**config.mk**
```make
export PLATFORM = sky130hd
export DESIGN_NAME = pix_engine_top
export DESIGN_NICKNAME = d
export VERILOG_FILES = /design/src/hdl/pix_bus_pkg.sv /design/src/hdl/pix_task_pkg.sv /design/src/hdl/apb_cmd_decode.sv /design/src/hdl/block_placer.sv /design/src/hdl/frame_ram.sv /design/src/hdl/task_execute.sv /design/src/hdl/result_stream.sv /design/src/hdl/pix_engine_top.sv
export VERILOG_INCLUDE_DIRS = /design/src /design/src/hdl
export SDC_FILE = /design/constraint.sdc
export NUM_CORES = 2
export LEC_CHECK = 0
export BUFFER_PORTS_ARGS = -buffer_cell sky130_fd_sc_hd__buf_2
export CAP_MARGIN = 20
export CORE_UTILIZATION = 25
export DETAILED_ROUTE_END_ITERATION = 7
export PLACE_DENSITY = 0.47
export SYNTH_ARGS = -nofsm -noshare
export SYNTH_HDL_FRONTEND = slang
export SYNTH_MEMORY_MAX_BITS = 65536
export SYNTH_SLANG_ARGS = --single-unit
```
**constraint.sdc**
```tcl
create_clock -name clk_i -period 10.49 [get_ports clk_i]
set_input_delay 1.049 -clock clk_i [delete_from_list [all_inputs] [get_ports clk_i]]
set_output_delay 1.049 -clock clk_i [all_outputs]
set_load 0.02 [all_outputs]
```
**src/hdl/pix_settings.svh**
```systemverilog
`ifndef PIX_SETTINGS_SVH
`define PIX_SETTINGS_SVH

// pixel and frame geometry
`define PIX_W      8
`define FRAME_W    16
`define FRAME_H    16
`define BLK        8
`define FRAME_PIX  256
`define FRAME_AW   8

`define LUT_DEPTH  256
`define OUT_DEPTH  4           // output fifo entries

// apb register map
`define REG_CMD    4'h0
`define REG_PARAM  4'h4
`define REG_LUT    4'h8
`define REG_STATUS 4'hC
`define CMD_TAG    8'hA0

`endif

```
**src/hdl/pix_bus_pkg.sv**
```systemverilog
`default_nettype none

`include "pix_settings.svh"

package pix_bus_pkg;

    // apb without pready so every transfer is zero wait
    typedef struct packed {
        logic        sel;
        logic        enable;
        logic        write;
        logic [3:0]  addr;
        logic [31:0] wdata;
    } apb_req_t;

    typedef struct packed {
        logic [31:0] rdata;
        logic        slverr;
    } apb_rsp_t;

    typedef struct packed {
        logic              valid;
        logic [`PIX_W-1:0] data;
    } pix_in_t;

    typedef struct packed {
        logic              valid;
        logic [`PIX_W-1:0] data;
        logic              last;   // pixel 255 of a run
    } pix_out_t;

endpackage

`default_nettype wire

```
**src/hdl/pix_task_pkg.sv**
```systemverilog
`default_nettype none

`include "pix_settings.svh"

package pix_task_pkg;

    typedef enum logic [3:0] {
        TASK_COPY   = 4'd0,
        TASK_INVERT = 4'd1,
        TASK_THRESH = 4'd2,
        TASK_LUT    = 4'd3
    } task_e;

    // 0xA0n0 style command word
    typedef struct packed {
        logic [7:0] tag;
        logic [3:0] task_num;
        logic [3:0] spare;
    } cmd_fields_t;

    typedef union packed {
        logic [15:0] raw;
        cmd_fields_t f;
    } cmd_word_u;

    typedef struct packed {
        task_e             op;
        logic [`PIX_W-1:0] thresh;
    } task_cfg_t;

    typedef struct packed {
        logic              valid;
        logic [7:0]        addr;
        logic [`PIX_W-1:0] data;
    } lut_wr_t;

endpackage

`default_nettype wire

```
**src/hdl/apb_cmd_decode.sv**
```systemverilog
`default_nettype none

`include "pix_settings.svh"

module apb_cmd_decode (
    input  logic                   clk_i,
    input  logic                   rst_i,
    input  pix_bus_pkg::apb_req_t  apb_i,
    output pix_bus_pkg::apb_rsp_t  apb_o,
    input  logic                   frame_loaded_i,
    input  logic                   frame_done_i,
    output logic                   start_o,
    output pix_task_pkg::task_cfg_t cfg_o,
    output pix_task_pkg::lut_wr_t  lut_wr_o
);

    logic                   access;
    logic                   wr_acc;
    logic                   cmd_wr;
    logic                   cmd_bad;
    logic                   busy_q;
    logic                   done_q;
    logic [`PIX_W-1:0]      param_q;
    pix_task_pkg::cmd_word_u cmd;

    assign access = apb_i.sel & apb_i.enable;
    assign wr_acc = access & apb_i.write;
    assign cmd_wr = wr_acc && (apb_i.addr == `REG_CMD);

    assign cmd.raw = apb_i.wdata[15:0];

    ////////////////////////////////////////////////////////////
    // command check
    ////////////////////////////////////////////////////////////

    assign cmd_bad = (cmd.f.tag != `CMD_TAG) ||
                     (cmd.f.task_num > 4'(pix_task_pkg::TASK_LUT)) ||
                     busy_q || !frame_loaded_i;

    assign start_o      = cmd_wr & ~cmd_bad;
    assign apb_o.slverr = cmd_wr & cmd_bad;

    // status is the only readable word
    always_comb begin
        apb_o.rdata = '0;
        if (access && !apb_i.write && apb_i.addr == `REG_STATUS) begin
            apb_o.rdata[0] = frame_loaded_i;
            apb_o.rdata[1] = busy_q;
            apb_o.rdata[2] = done_q;
        end
    end

    // table writes go straight through
    always_comb begin
        lut_wr_o.valid = wr_acc && (apb_i.addr == `REG_LUT);
        lut_wr_o.addr  = apb_i.wdata[15:8];
        lut_wr_o.data  = apb_i.wdata[`PIX_W-1:0];
    end

    always_ff @(posedge clk_i) begin
        if (rst_i) begin
            busy_q       <= 1'b0;
            done_q       <= 1'b0;
            param_q      <= '0;
            cfg_o.op     <= pix_task_pkg::TASK_COPY;
            cfg_o.thresh <= '0;
        end else begin
            if (wr_acc && apb_i.addr == `REG_PARAM) begin
                param_q <= apb_i.wdata[`PIX_W-1:0];
            end
            if (start_o) begin
                busy_q       <= 1'b1;
                done_q       <= 1'b0;
                cfg_o.op     <= pix_task_pkg::task_e'(cmd.f.task_num);
                cfg_o.thresh <= param_q;  // level latched per run
            end else if (frame_done_i) begin
                busy_q <= 1'b0;
                done_q <= 1'b1;
            end
        end
    end

endmodule

`default_nettype wire

```
**src/hdl/block_placer.sv**
```systemverilog
`default_nettype none

`include "pix_settings.svh"

module block_placer (
    input  logic                   clk_i,
    input  logic                   rst_i,
    input  pix_bus_pkg::pix_in_t   pix_i,
    output logic                   in_ready_o,
    output logic                   wr_en_o,
    output logic [`FRAME_AW-1:0]   wr_addr_o,
    output logic [`PIX_W-1:0]      wr_data_o,
    output logic                   frame_loaded_o
);

    localparam int BW = $clog2(`BLK);
    localparam int CW = $clog2(`FRAME_W / `BLK);
    localparam int RW = $clog2(`FRAME_H / `BLK);

    logic [BW-1:0] col_q;    // column in block
    logic [BW-1:0] row_q;    // row in block
    logic [CW-1:0] bcol_q;
    logic [RW-1:0] brow_q;
    logic          all_in_q;
    logic          accept;
    logic          last_pix;

    assign in_ready_o = ~all_in_q;
    assign accept     = pix_i.valid & in_ready_o;
    assign last_pix   = &{brow_q, bcol_q, row_q, col_q};

    always_ff @(posedge clk_i) begin
        if (rst_i) begin
            col_q          <= '0;
            row_q          <= '0;
            bcol_q         <= '0;
            brow_q         <= '0;
            all_in_q       <= 1'b0;
            wr_en_o        <= 1'b0;
            frame_loaded_o <= 1'b0;
        end else begin
            wr_en_o <= accept;
            if (accept) begin
                col_q <= col_q + 1'b1;
                if (&col_q) begin
                    row_q <= row_q + 1'b1;
                    if (&row_q) begin
                        bcol_q <= bcol_q + 1'b1;
                        if (&bcol_q) brow_q <= brow_q + 1'b1;
                    end
                end
                if (last_pix) all_in_q <= 1'b1;
            end
            if (all_in_q) frame_loaded_o <= 1'b1;  // last write lands this edge
        end
    end

    // (brow*8 + row)*16 + bcol*8 + col
    always_ff @(posedge clk_i) begin
        if (accept) begin
            wr_addr_o <= {brow_q, row_q, bcol_q, col_q};
            wr_data_o <= pix_i.data;
        end
    end

endmodule

`default_nettype wire

```
**src/hdl/frame_ram.sv**
```systemverilog
`default_nettype none

`include "pix_settings.svh"

module frame_ram (
    input  logic                 clk_i,
    input  logic                 wr_en_i,
    input  logic [`FRAME_AW-1:0] wr_addr_i,
    input  logic [`PIX_W-1:0]    wr_data_i,
    input  logic [`FRAME_AW-1:0] rd_addr_i,
    output logic [`PIX_W-1:0]    rd_data_o
);

    logic [`PIX_W-1:0] mem [`FRAME_PIX];

    always_ff @(posedge clk_i) begin
        if (wr_en_i) begin
            mem[wr_addr_i] <= wr_data_i;
        end
        rd_data_o <= mem[rd_addr_i];   // one cycle read
    end

endmodule

`default_nettype wire

```
**src/hdl/task_execute.sv**
```systemverilog
`default_nettype none

`include "pix_settings.svh"

module task_execute (
    input  logic                    clk_i,
    input  logic                    rst_i,
    input  logic                    start_i,
    input  pix_task_pkg::task_cfg_t cfg_i,
    input  pix_task_pkg::lut_wr_t   lut_wr_i,
    output logic [`FRAME_AW-1:0]    rd_addr_o,
    input  logic [`PIX_W-1:0]       rd_data_i,
    input  logic [2:0]              free_slots_i,
    output logic                    beat_valid_o,
    output logic [`PIX_W-1:0]       beat_data_o
);

    localparam logic [`FRAME_AW-1:0] LAST_IDX = `FRAME_AW'(`FRAME_PIX - 1);

    logic [`PIX_W-1:0]    lut_mem [`LUT_DEPTH];
    logic [`FRAME_AW-1:0] rd_cnt_q;
    logic                 active_q;
    logic                 rd_pend_q;   // data at the ram output
    logic [2:0]           in_flight_q;
    logic                 issue;
    logic [`PIX_W-1:0]    task_pix;

    ////////////////////////////////////////////////////////////
    // raster read issue
    ////////////////////////////////////////////////////////////

    // first read goes out in the start cycle
    assign issue     = (active_q | start_i) && (in_flight_q < free_slots_i);
    assign rd_addr_o = rd_cnt_q;

    always_ff @(posedge clk_i) begin
        if (rst_i) begin
            rd_cnt_q    <= '0;
            active_q    <= 1'b0;
            rd_pend_q   <= 1'b0;
            in_flight_q <= '0;
        end else begin
            if (start_i) active_q <= 1'b1;
            if (issue) begin
                rd_cnt_q <= rd_cnt_q + 1'b1;  // wraps to 0 after the frame
                if (rd_cnt_q == LAST_IDX) active_q <= 1'b0;
            end
            rd_pend_q   <= issue;
            in_flight_q <= in_flight_q + 3'(issue) - 3'(beat_valid_o);
        end
    end

    ////////////////////////////////////////////////////////////
    // point task stage
    ////////////////////////////////////////////////////////////

    always_ff @(posedge clk_i) begin
        if (lut_wr_i.valid) begin
            lut_mem[lut_wr_i.addr] <= lut_wr_i.data;
        end
    end

    always_comb begin
        case (cfg_i.op)
            pix_task_pkg::TASK_INVERT: task_pix = ~rd_data_i;  // 255 - p
            pix_task_pkg::TASK_THRESH:
                task_pix = (rd_data_i >= cfg_i.thresh) ? '1 : '0;
            pix_task_pkg::TASK_LUT:    task_pix = lut_mem[rd_data_i];
            default:                   task_pix = rd_data_i;
        endcase
    end

    always_ff @(posedge clk_i) begin
        if (rst_i) begin
            beat_valid_o <= 1'b0;
        end else begin
            beat_valid_o <= rd_pend_q;
        end
    end

    always_ff @(posedge clk_i) begin
        beat_data_o <= task_pix;
    end

endmodule

`default_nettype wire

```
**src/hdl/result_stream.sv**
```systemverilog
`default_nettype none

`include "pix_settings.svh"

module result_stream (
    input  logic                            clk_i,
    input  logic                            rst_i,
    input  logic                            beat_valid_i,
    input  logic [`PIX_W-1:0]               beat_data_i,
    output logic [$clog2(`OUT_DEPTH):0]     free_slots_o,
    output pix_bus_pkg::pix_out_t           pix_o,
    input  logic                            out_ready_i,
    output logic                            frame_done_o
);

    localparam int PW = $clog2(`OUT_DEPTH);
    localparam logic [`FRAME_AW-1:0] LAST_IDX = `FRAME_AW'(`FRAME_PIX - 1);

    logic [`PIX_W-1:0]    fifo_mem [`OUT_DEPTH];
    logic [PW-1:0]        wr_ptr_q;
    logic [PW-1:0]        rd_ptr_q;
    logic [PW:0]          count_q;
    logic [`FRAME_AW-1:0] out_cnt_q;   // pixels sent this run
    logic                 out_valid;
    logic                 pop;

    assign out_valid    = (count_q != '0);
    assign pop          = out_valid & out_ready_i;
    assign free_slots_o = (PW + 1)'(`OUT_DEPTH) - count_q;
    assign frame_done_o = pop && (out_cnt_q == LAST_IDX);

    // head entry only moves on pop, so data and last hold under stall
    always_comb begin
        pix_o.valid = out_valid;
        pix_o.data  = fifo_mem[rd_ptr_q];
        pix_o.last  = out_valid && (out_cnt_q == LAST_IDX);
    end

    always_ff @(posedge clk_i) begin
        if (beat_valid_i) fifo_mem[wr_ptr_q] <= beat_data_i;
    end

    always_ff @(posedge clk_i) begin
        if (rst_i) begin
            wr_ptr_q  <= '0;
            rd_ptr_q  <= '0;
            count_q   <= '0;
            out_cnt_q <= '0;
        end else begin
            if (beat_valid_i) wr_ptr_q <= wr_ptr_q + 1'b1;
            if (pop) begin
                rd_ptr_q  <= rd_ptr_q + 1'b1;
                out_cnt_q <= out_cnt_q + 1'b1;
            end
            count_q <= count_q + (PW + 1)'(beat_valid_i) - (PW + 1)'(pop);
        end
    end

endmodule

`default_nettype wire

```
**src/hdl/pix_engine_top.sv**
```systemverilog
`default_nettype none

`include "pix_settings.svh"

module pix_engine_top (
    input  logic                  clk_i,
    input  logic                  rst_i,
    input  pix_bus_pkg::apb_req_t apb_i,
    output pix_bus_pkg::apb_rsp_t apb_o,
    input  pix_bus_pkg::pix_in_t  pix_i,
    output logic                  in_ready_o,
    output pix_bus_pkg::pix_out_t pix_o,
    input  logic                  out_ready_i
);

    logic                    wr_en;
    logic [`FRAME_AW-1:0]    wr_addr;
    logic [`PIX_W-1:0]       wr_data;
    logic [`FRAME_AW-1:0]    rd_addr;
    logic [`PIX_W-1:0]       rd_data;
    logic                    frame_loaded;
    logic                    frame_done;
    logic                    start;
    pix_task_pkg::task_cfg_t cfg;
    pix_task_pkg::lut_wr_t   lut_wr;
    logic [2:0]              free_slots;
    logic                    beat_valid;
    logic [`PIX_W-1:0]       beat_data;

    apb_cmd_decode u_decode (
        .clk_i(clk_i), .rst_i(rst_i),
        .apb_i(apb_i), .apb_o(apb_o),
        .frame_loaded_i(frame_loaded), .frame_done_i(frame_done),
        .start_o(start), .cfg_o(cfg), .lut_wr_o(lut_wr)
    );

    block_placer u_placer (
        .clk_i(clk_i), .rst_i(rst_i),
        .pix_i(pix_i), .in_ready_o(in_ready_o),
        .wr_en_o(wr_en), .wr_addr_o(wr_addr), .wr_data_o(wr_data),
        .frame_loaded_o(frame_loaded)
    );

    frame_ram u_ram (
        .clk_i(clk_i),
        .wr_en_i(wr_en), .wr_addr_i(wr_addr), .wr_data_i(wr_data),
        .rd_addr_i(rd_addr), .rd_data_o(rd_data)
    );

    task_execute u_exec (
        .clk_i(clk_i), .rst_i(rst_i),
        .start_i(start), .cfg_i(cfg), .lut_wr_i(lut_wr),
        .rd_addr_o(rd_addr), .rd_data_i(rd_data),
        .free_slots_i(free_slots),
        .beat_valid_o(beat_valid), .beat_data_o(beat_data)
    );

    result_stream u_result (
        .clk_i(clk_i), .rst_i(rst_i),
        .beat_valid_i(beat_valid), .beat_data_i(beat_data),
        .free_slots_o(free_slots),
        .pix_o(pix_o), .out_ready_i(out_ready_i),
        .frame_done_o(frame_done)
    );

endmodule

`default_nettype wire

```
==> impl_metrics.yaml <==
synth:
  synth_edf_count: 4144
  ys_seq_elements: 4224
  yosysUniqueCellTypes: 69
  synth-main-ff-cell: "edfxtp_1"
  synthArstFlopShare_pct: 0
  syn_inst: 7542
  avgSynthCellArea_um2: 21.70
  yosysSeqAreaShare_pct: 77.02
  synth_warnings: 0
  synth_area_mm2: 0.1636
worst_setup_path:
  slowest_stage: "dfxtp_4"
  path_common_cell: "mux4_2"
  required_ns: 11.31
  critPathArrivalTime_ns: 5.74
  critPathMaxStageDelay_ns: 0.71
  crit_chain: "buf_4 > buf_12 > mux4_2 > mux4_2 > a22oi_1 > a21oi_1 > or4_1"
  cp-start-kind: "flip-flop"
  endpoint_kind: "flip-flop"
  critPathKind: "reg2reg"
  worstPathMaxFanout: 80
die:
  core_mm2: 0.6511
  dieArea_mm2: 0.6578
  rows: 296
  ioPinCount: 95
  die_w_um: 811.1
  start_util_pct: 25.13
  die_y_um: 811.1
placement:
  hpwl_um: 265400
  portBuffers: 49
  placed_cells: 15981
  gp_congestion: 0.7842
global_route:
  grt_max_degree: 199
  antenna_found_initial: 23
  grt-ovfl-total: 0
  grt_pass1_vias: 80093
  grt_usage_pct: 13.16
  grt_pass1_wl_um: 627500
drt:
  viasPerCell: 4.618
  wl_per_cell_um: 26.60
  num_vias: 77393
  drt_pass1_iterations: 6
  drt_iter0_drc: 8271
  finalWirelength_um: 445800
  drc_errors: 0
  ant_nets: 0
timing:
  period_needed_ns: 4.928
  relSlewSlack_pct: 12.86
  worst-slew-pin-transition_ns: 1.307
  fin_skew_ns: 0.04493
  max_freq_ghz: 0.2029
  finalHoldViolCount: 0
  setup_viol_count_final: 0
  drv_slew: 0
  final.setup.tns_ns: 0
  rsz0062_at_grt: "no"
  period_share_pct: 46.98
cells_and_area:
  synthToLayoutAreaGrowth_pct: 15.04
  drive_above_1_share_pct: 25.23
  fillers: 63384
  final_cells: 16759
  final_nets: 7839
pwr:
  powerDensity_mw_per_mm2: 183.4
  leakagePower_nw: 55.40
  peakVddDrop_mv: 0.1260
clocking:
  cts.reportedPaths.clkPinSlew_ns: 0.07
  insertion_delay_ns: 1.00
  htree_levels: 5
  cts_hold_buf: 0
  postCtsResizedCells: 0
  numCtsBuffers: 413
  post_cts_buffers: 0
  clockBufferDepth: 4
  cts-root-buf: "clkbuf_16"
  clock-sinks: 4224
  cts_tree: "done"
run:
  drv_cap: 0
min_path:
  hold_class: "in2reg"
run_status:
  run_status: "completed"
==> synthesized netlist by cell type (6+ instances only) <==
library cell     n  area [µm²]
a2111oi_0        6       52.55
a211oi_1        20       150.1
a21oi_1         97       485.5
a221oi_1        19       166.4
a22o_1          12       105.1
a22oi_1        130       975.9
a31oi_1         14       87.58
and2_1          14       87.58
and3_1           7       43.79
buf_1           39       146.4
buf_2           88       440.4
buf_4           77       578.1
buf_6           27       304.0
clkbuf_1       238       893.4
dfxtp_1         80        1602
edfxtp_1      4144      124400
ha_1            25       312.8
inv_1           36       135.1
mux2_2          38       427.9
mux2i_1        199        1992
mux4_2        1103       24840
nand2_1        100       375.4
nand2b_1        18       112.6
nand3_1         60       300.3
nand4_1         20       125.1
nor2_1         622        2335
nor2b_1         37       231.5
nor3_1          37       185.2
nor4_1          14       87.58
o211ai_1        10       75.07
o21ai_0         28       140.1
o221ai_1        16       140.1
o22ai_1         50       312.8
or2_2            8       50.05
or3_1            8       50.05
or4_1            7       52.55
xnor2_1         14       122.6
xor2_1           9       78.83
==> layer usage <==
layer | up-vias | part of all wire [%] | global-route usage [%]
met5 | - | 0.012 | 0
met4 | 8 | 2.8 | 3.455
met3 | 616 | 5.9 | 2.195
met2 | 2453 | 48 | 21.84
met1 | 42324 | 43 | 17.93
li1 | 31992 | - | -
==> critical path, delay by kind of cell (launching register included) <==
kind                   cells  cell delay (ns)
multiplexers               2             1.16
flip-flops                 1             0.71
AO/OA/AOI/OAI              2             0.71
buffers and inverters      2             1.26
AND/OR/NAND/NOR            1             0.67
==> report_power, final <==
group / internal [mW] / switching (mW)
Sequential: 18.6 / 0.0337
Clock: 8.64 / 6.58
Combinational: 0.131 / 0.544
Total: 27.4 / 7.15
==> layout make-up <==
class                      count  area, µm²  area share (%)
sequential                  4224     126100           66.97
multi-input combinational   2839      35350           18.78
clock buffer                 502      10820           5.750
tap                         8642      10810           5.744
clock inverter               261       2927           1.555
timing repair buffer         245       2105           1.118
inverter                      38      147.6         0.07842
antenna                        8      20.02         0.01063
==> kinds of logic after synthesis <==
logic type | share of synthesized area, %
AND/OR/NAND/NOR | 2.572
adder cells (fa/ha/maj) | 0.2156
other | 0.002292
multiplexers | 16.66
AO/OA/AOI/OAI | 1.877
XOR/XNOR | 0.1231
buffers and inverters | 1.531
flip-flops | 77.02
==> through the flow <==
stage	power [mW]	util (%)	setup slack, ns	hold WS, ns	instance area [µm²]
after CTS	34.87	28.89	5.532	0.1296	188100
after detailed placement	19.70	26.78	4.831	0.4470	174400
final	34.53	28.91	5.562	0.2363	188300
after global routing	35.52	28.91	5.323	0.1638	188200
after floorplan	19.33	-	6.444	0.4138	163800
after global placement	19.67	26.77	4.066	0.4448	174300
==> worst paths after layout <==
kind	start	endpoint	slack (ns)	depth (start not counted)
worst min-delay path	pix_i[7]	u_placer.wr_data_o[7]	0.24	1
worst max register to register	u_exec.rd_addr_o[0]	u_ram.rd_data_o[3]	5.56	7
worst min register to register	u_exec.rd_pend_q	u_exec.beat_valid_o	0.44	1
worst max-delay path	u_exec.rd_addr_o[0]	u_ram.rd_data_o[3]	5.56	7
==> cell usage in the layout, fill, tap and decap left out, types with 18 or more instances in the layout <==
cell type and n:
o21ai_0 28, a21oi_1 97, ha_1 25, clkbuf_1 78
buf_2 42, o22ai_1 50, buf_4 168, buf_12 19
clkbuf_16 417, a211oi_1 20, inv_1 35, dfxtp_1 70
nor3_1 33, clkinvlp_4 24, nand2b_1 18, mux4_2 1103
a22oi_1 130, nor2_1 617, nand4_1 20, conb_1 29
bufinv_16 51, mux2_2 38, a221oi_1 19, mux2i_1 199
clkinv_2 77, nand2_1 94, edfxtp_1 4144, nand3_1 50
clkinv_1 81, nor2b_1 29
==> registers in the layout (all words and copies together) (netlist names), 2 cells and up, named ones only <==
register / count
u_result.out_cnt_q: 8
u_result.wr_ptr_q: 2
u_result.rd_ptr_q: 2
u_exec.beat_data_o: 8
u_placer.wr_data_o: 8
u_exec.in_flight_q: 3
u_result.count_q: 3
u_result.fifo_mem: 32
u_ram.mem: 2048
u_ram.rd_data_o: 8
u_decode.param_q: 8
u_exec.rd_addr_o: 8
u_placer.wr_addr_o: 8
u_exec.lut_mem: 2048
u_placer.col_q: 3
u_decode.cfg_o: 12
u_placer.row_q: 3
(Power assumes the default switching activity.)
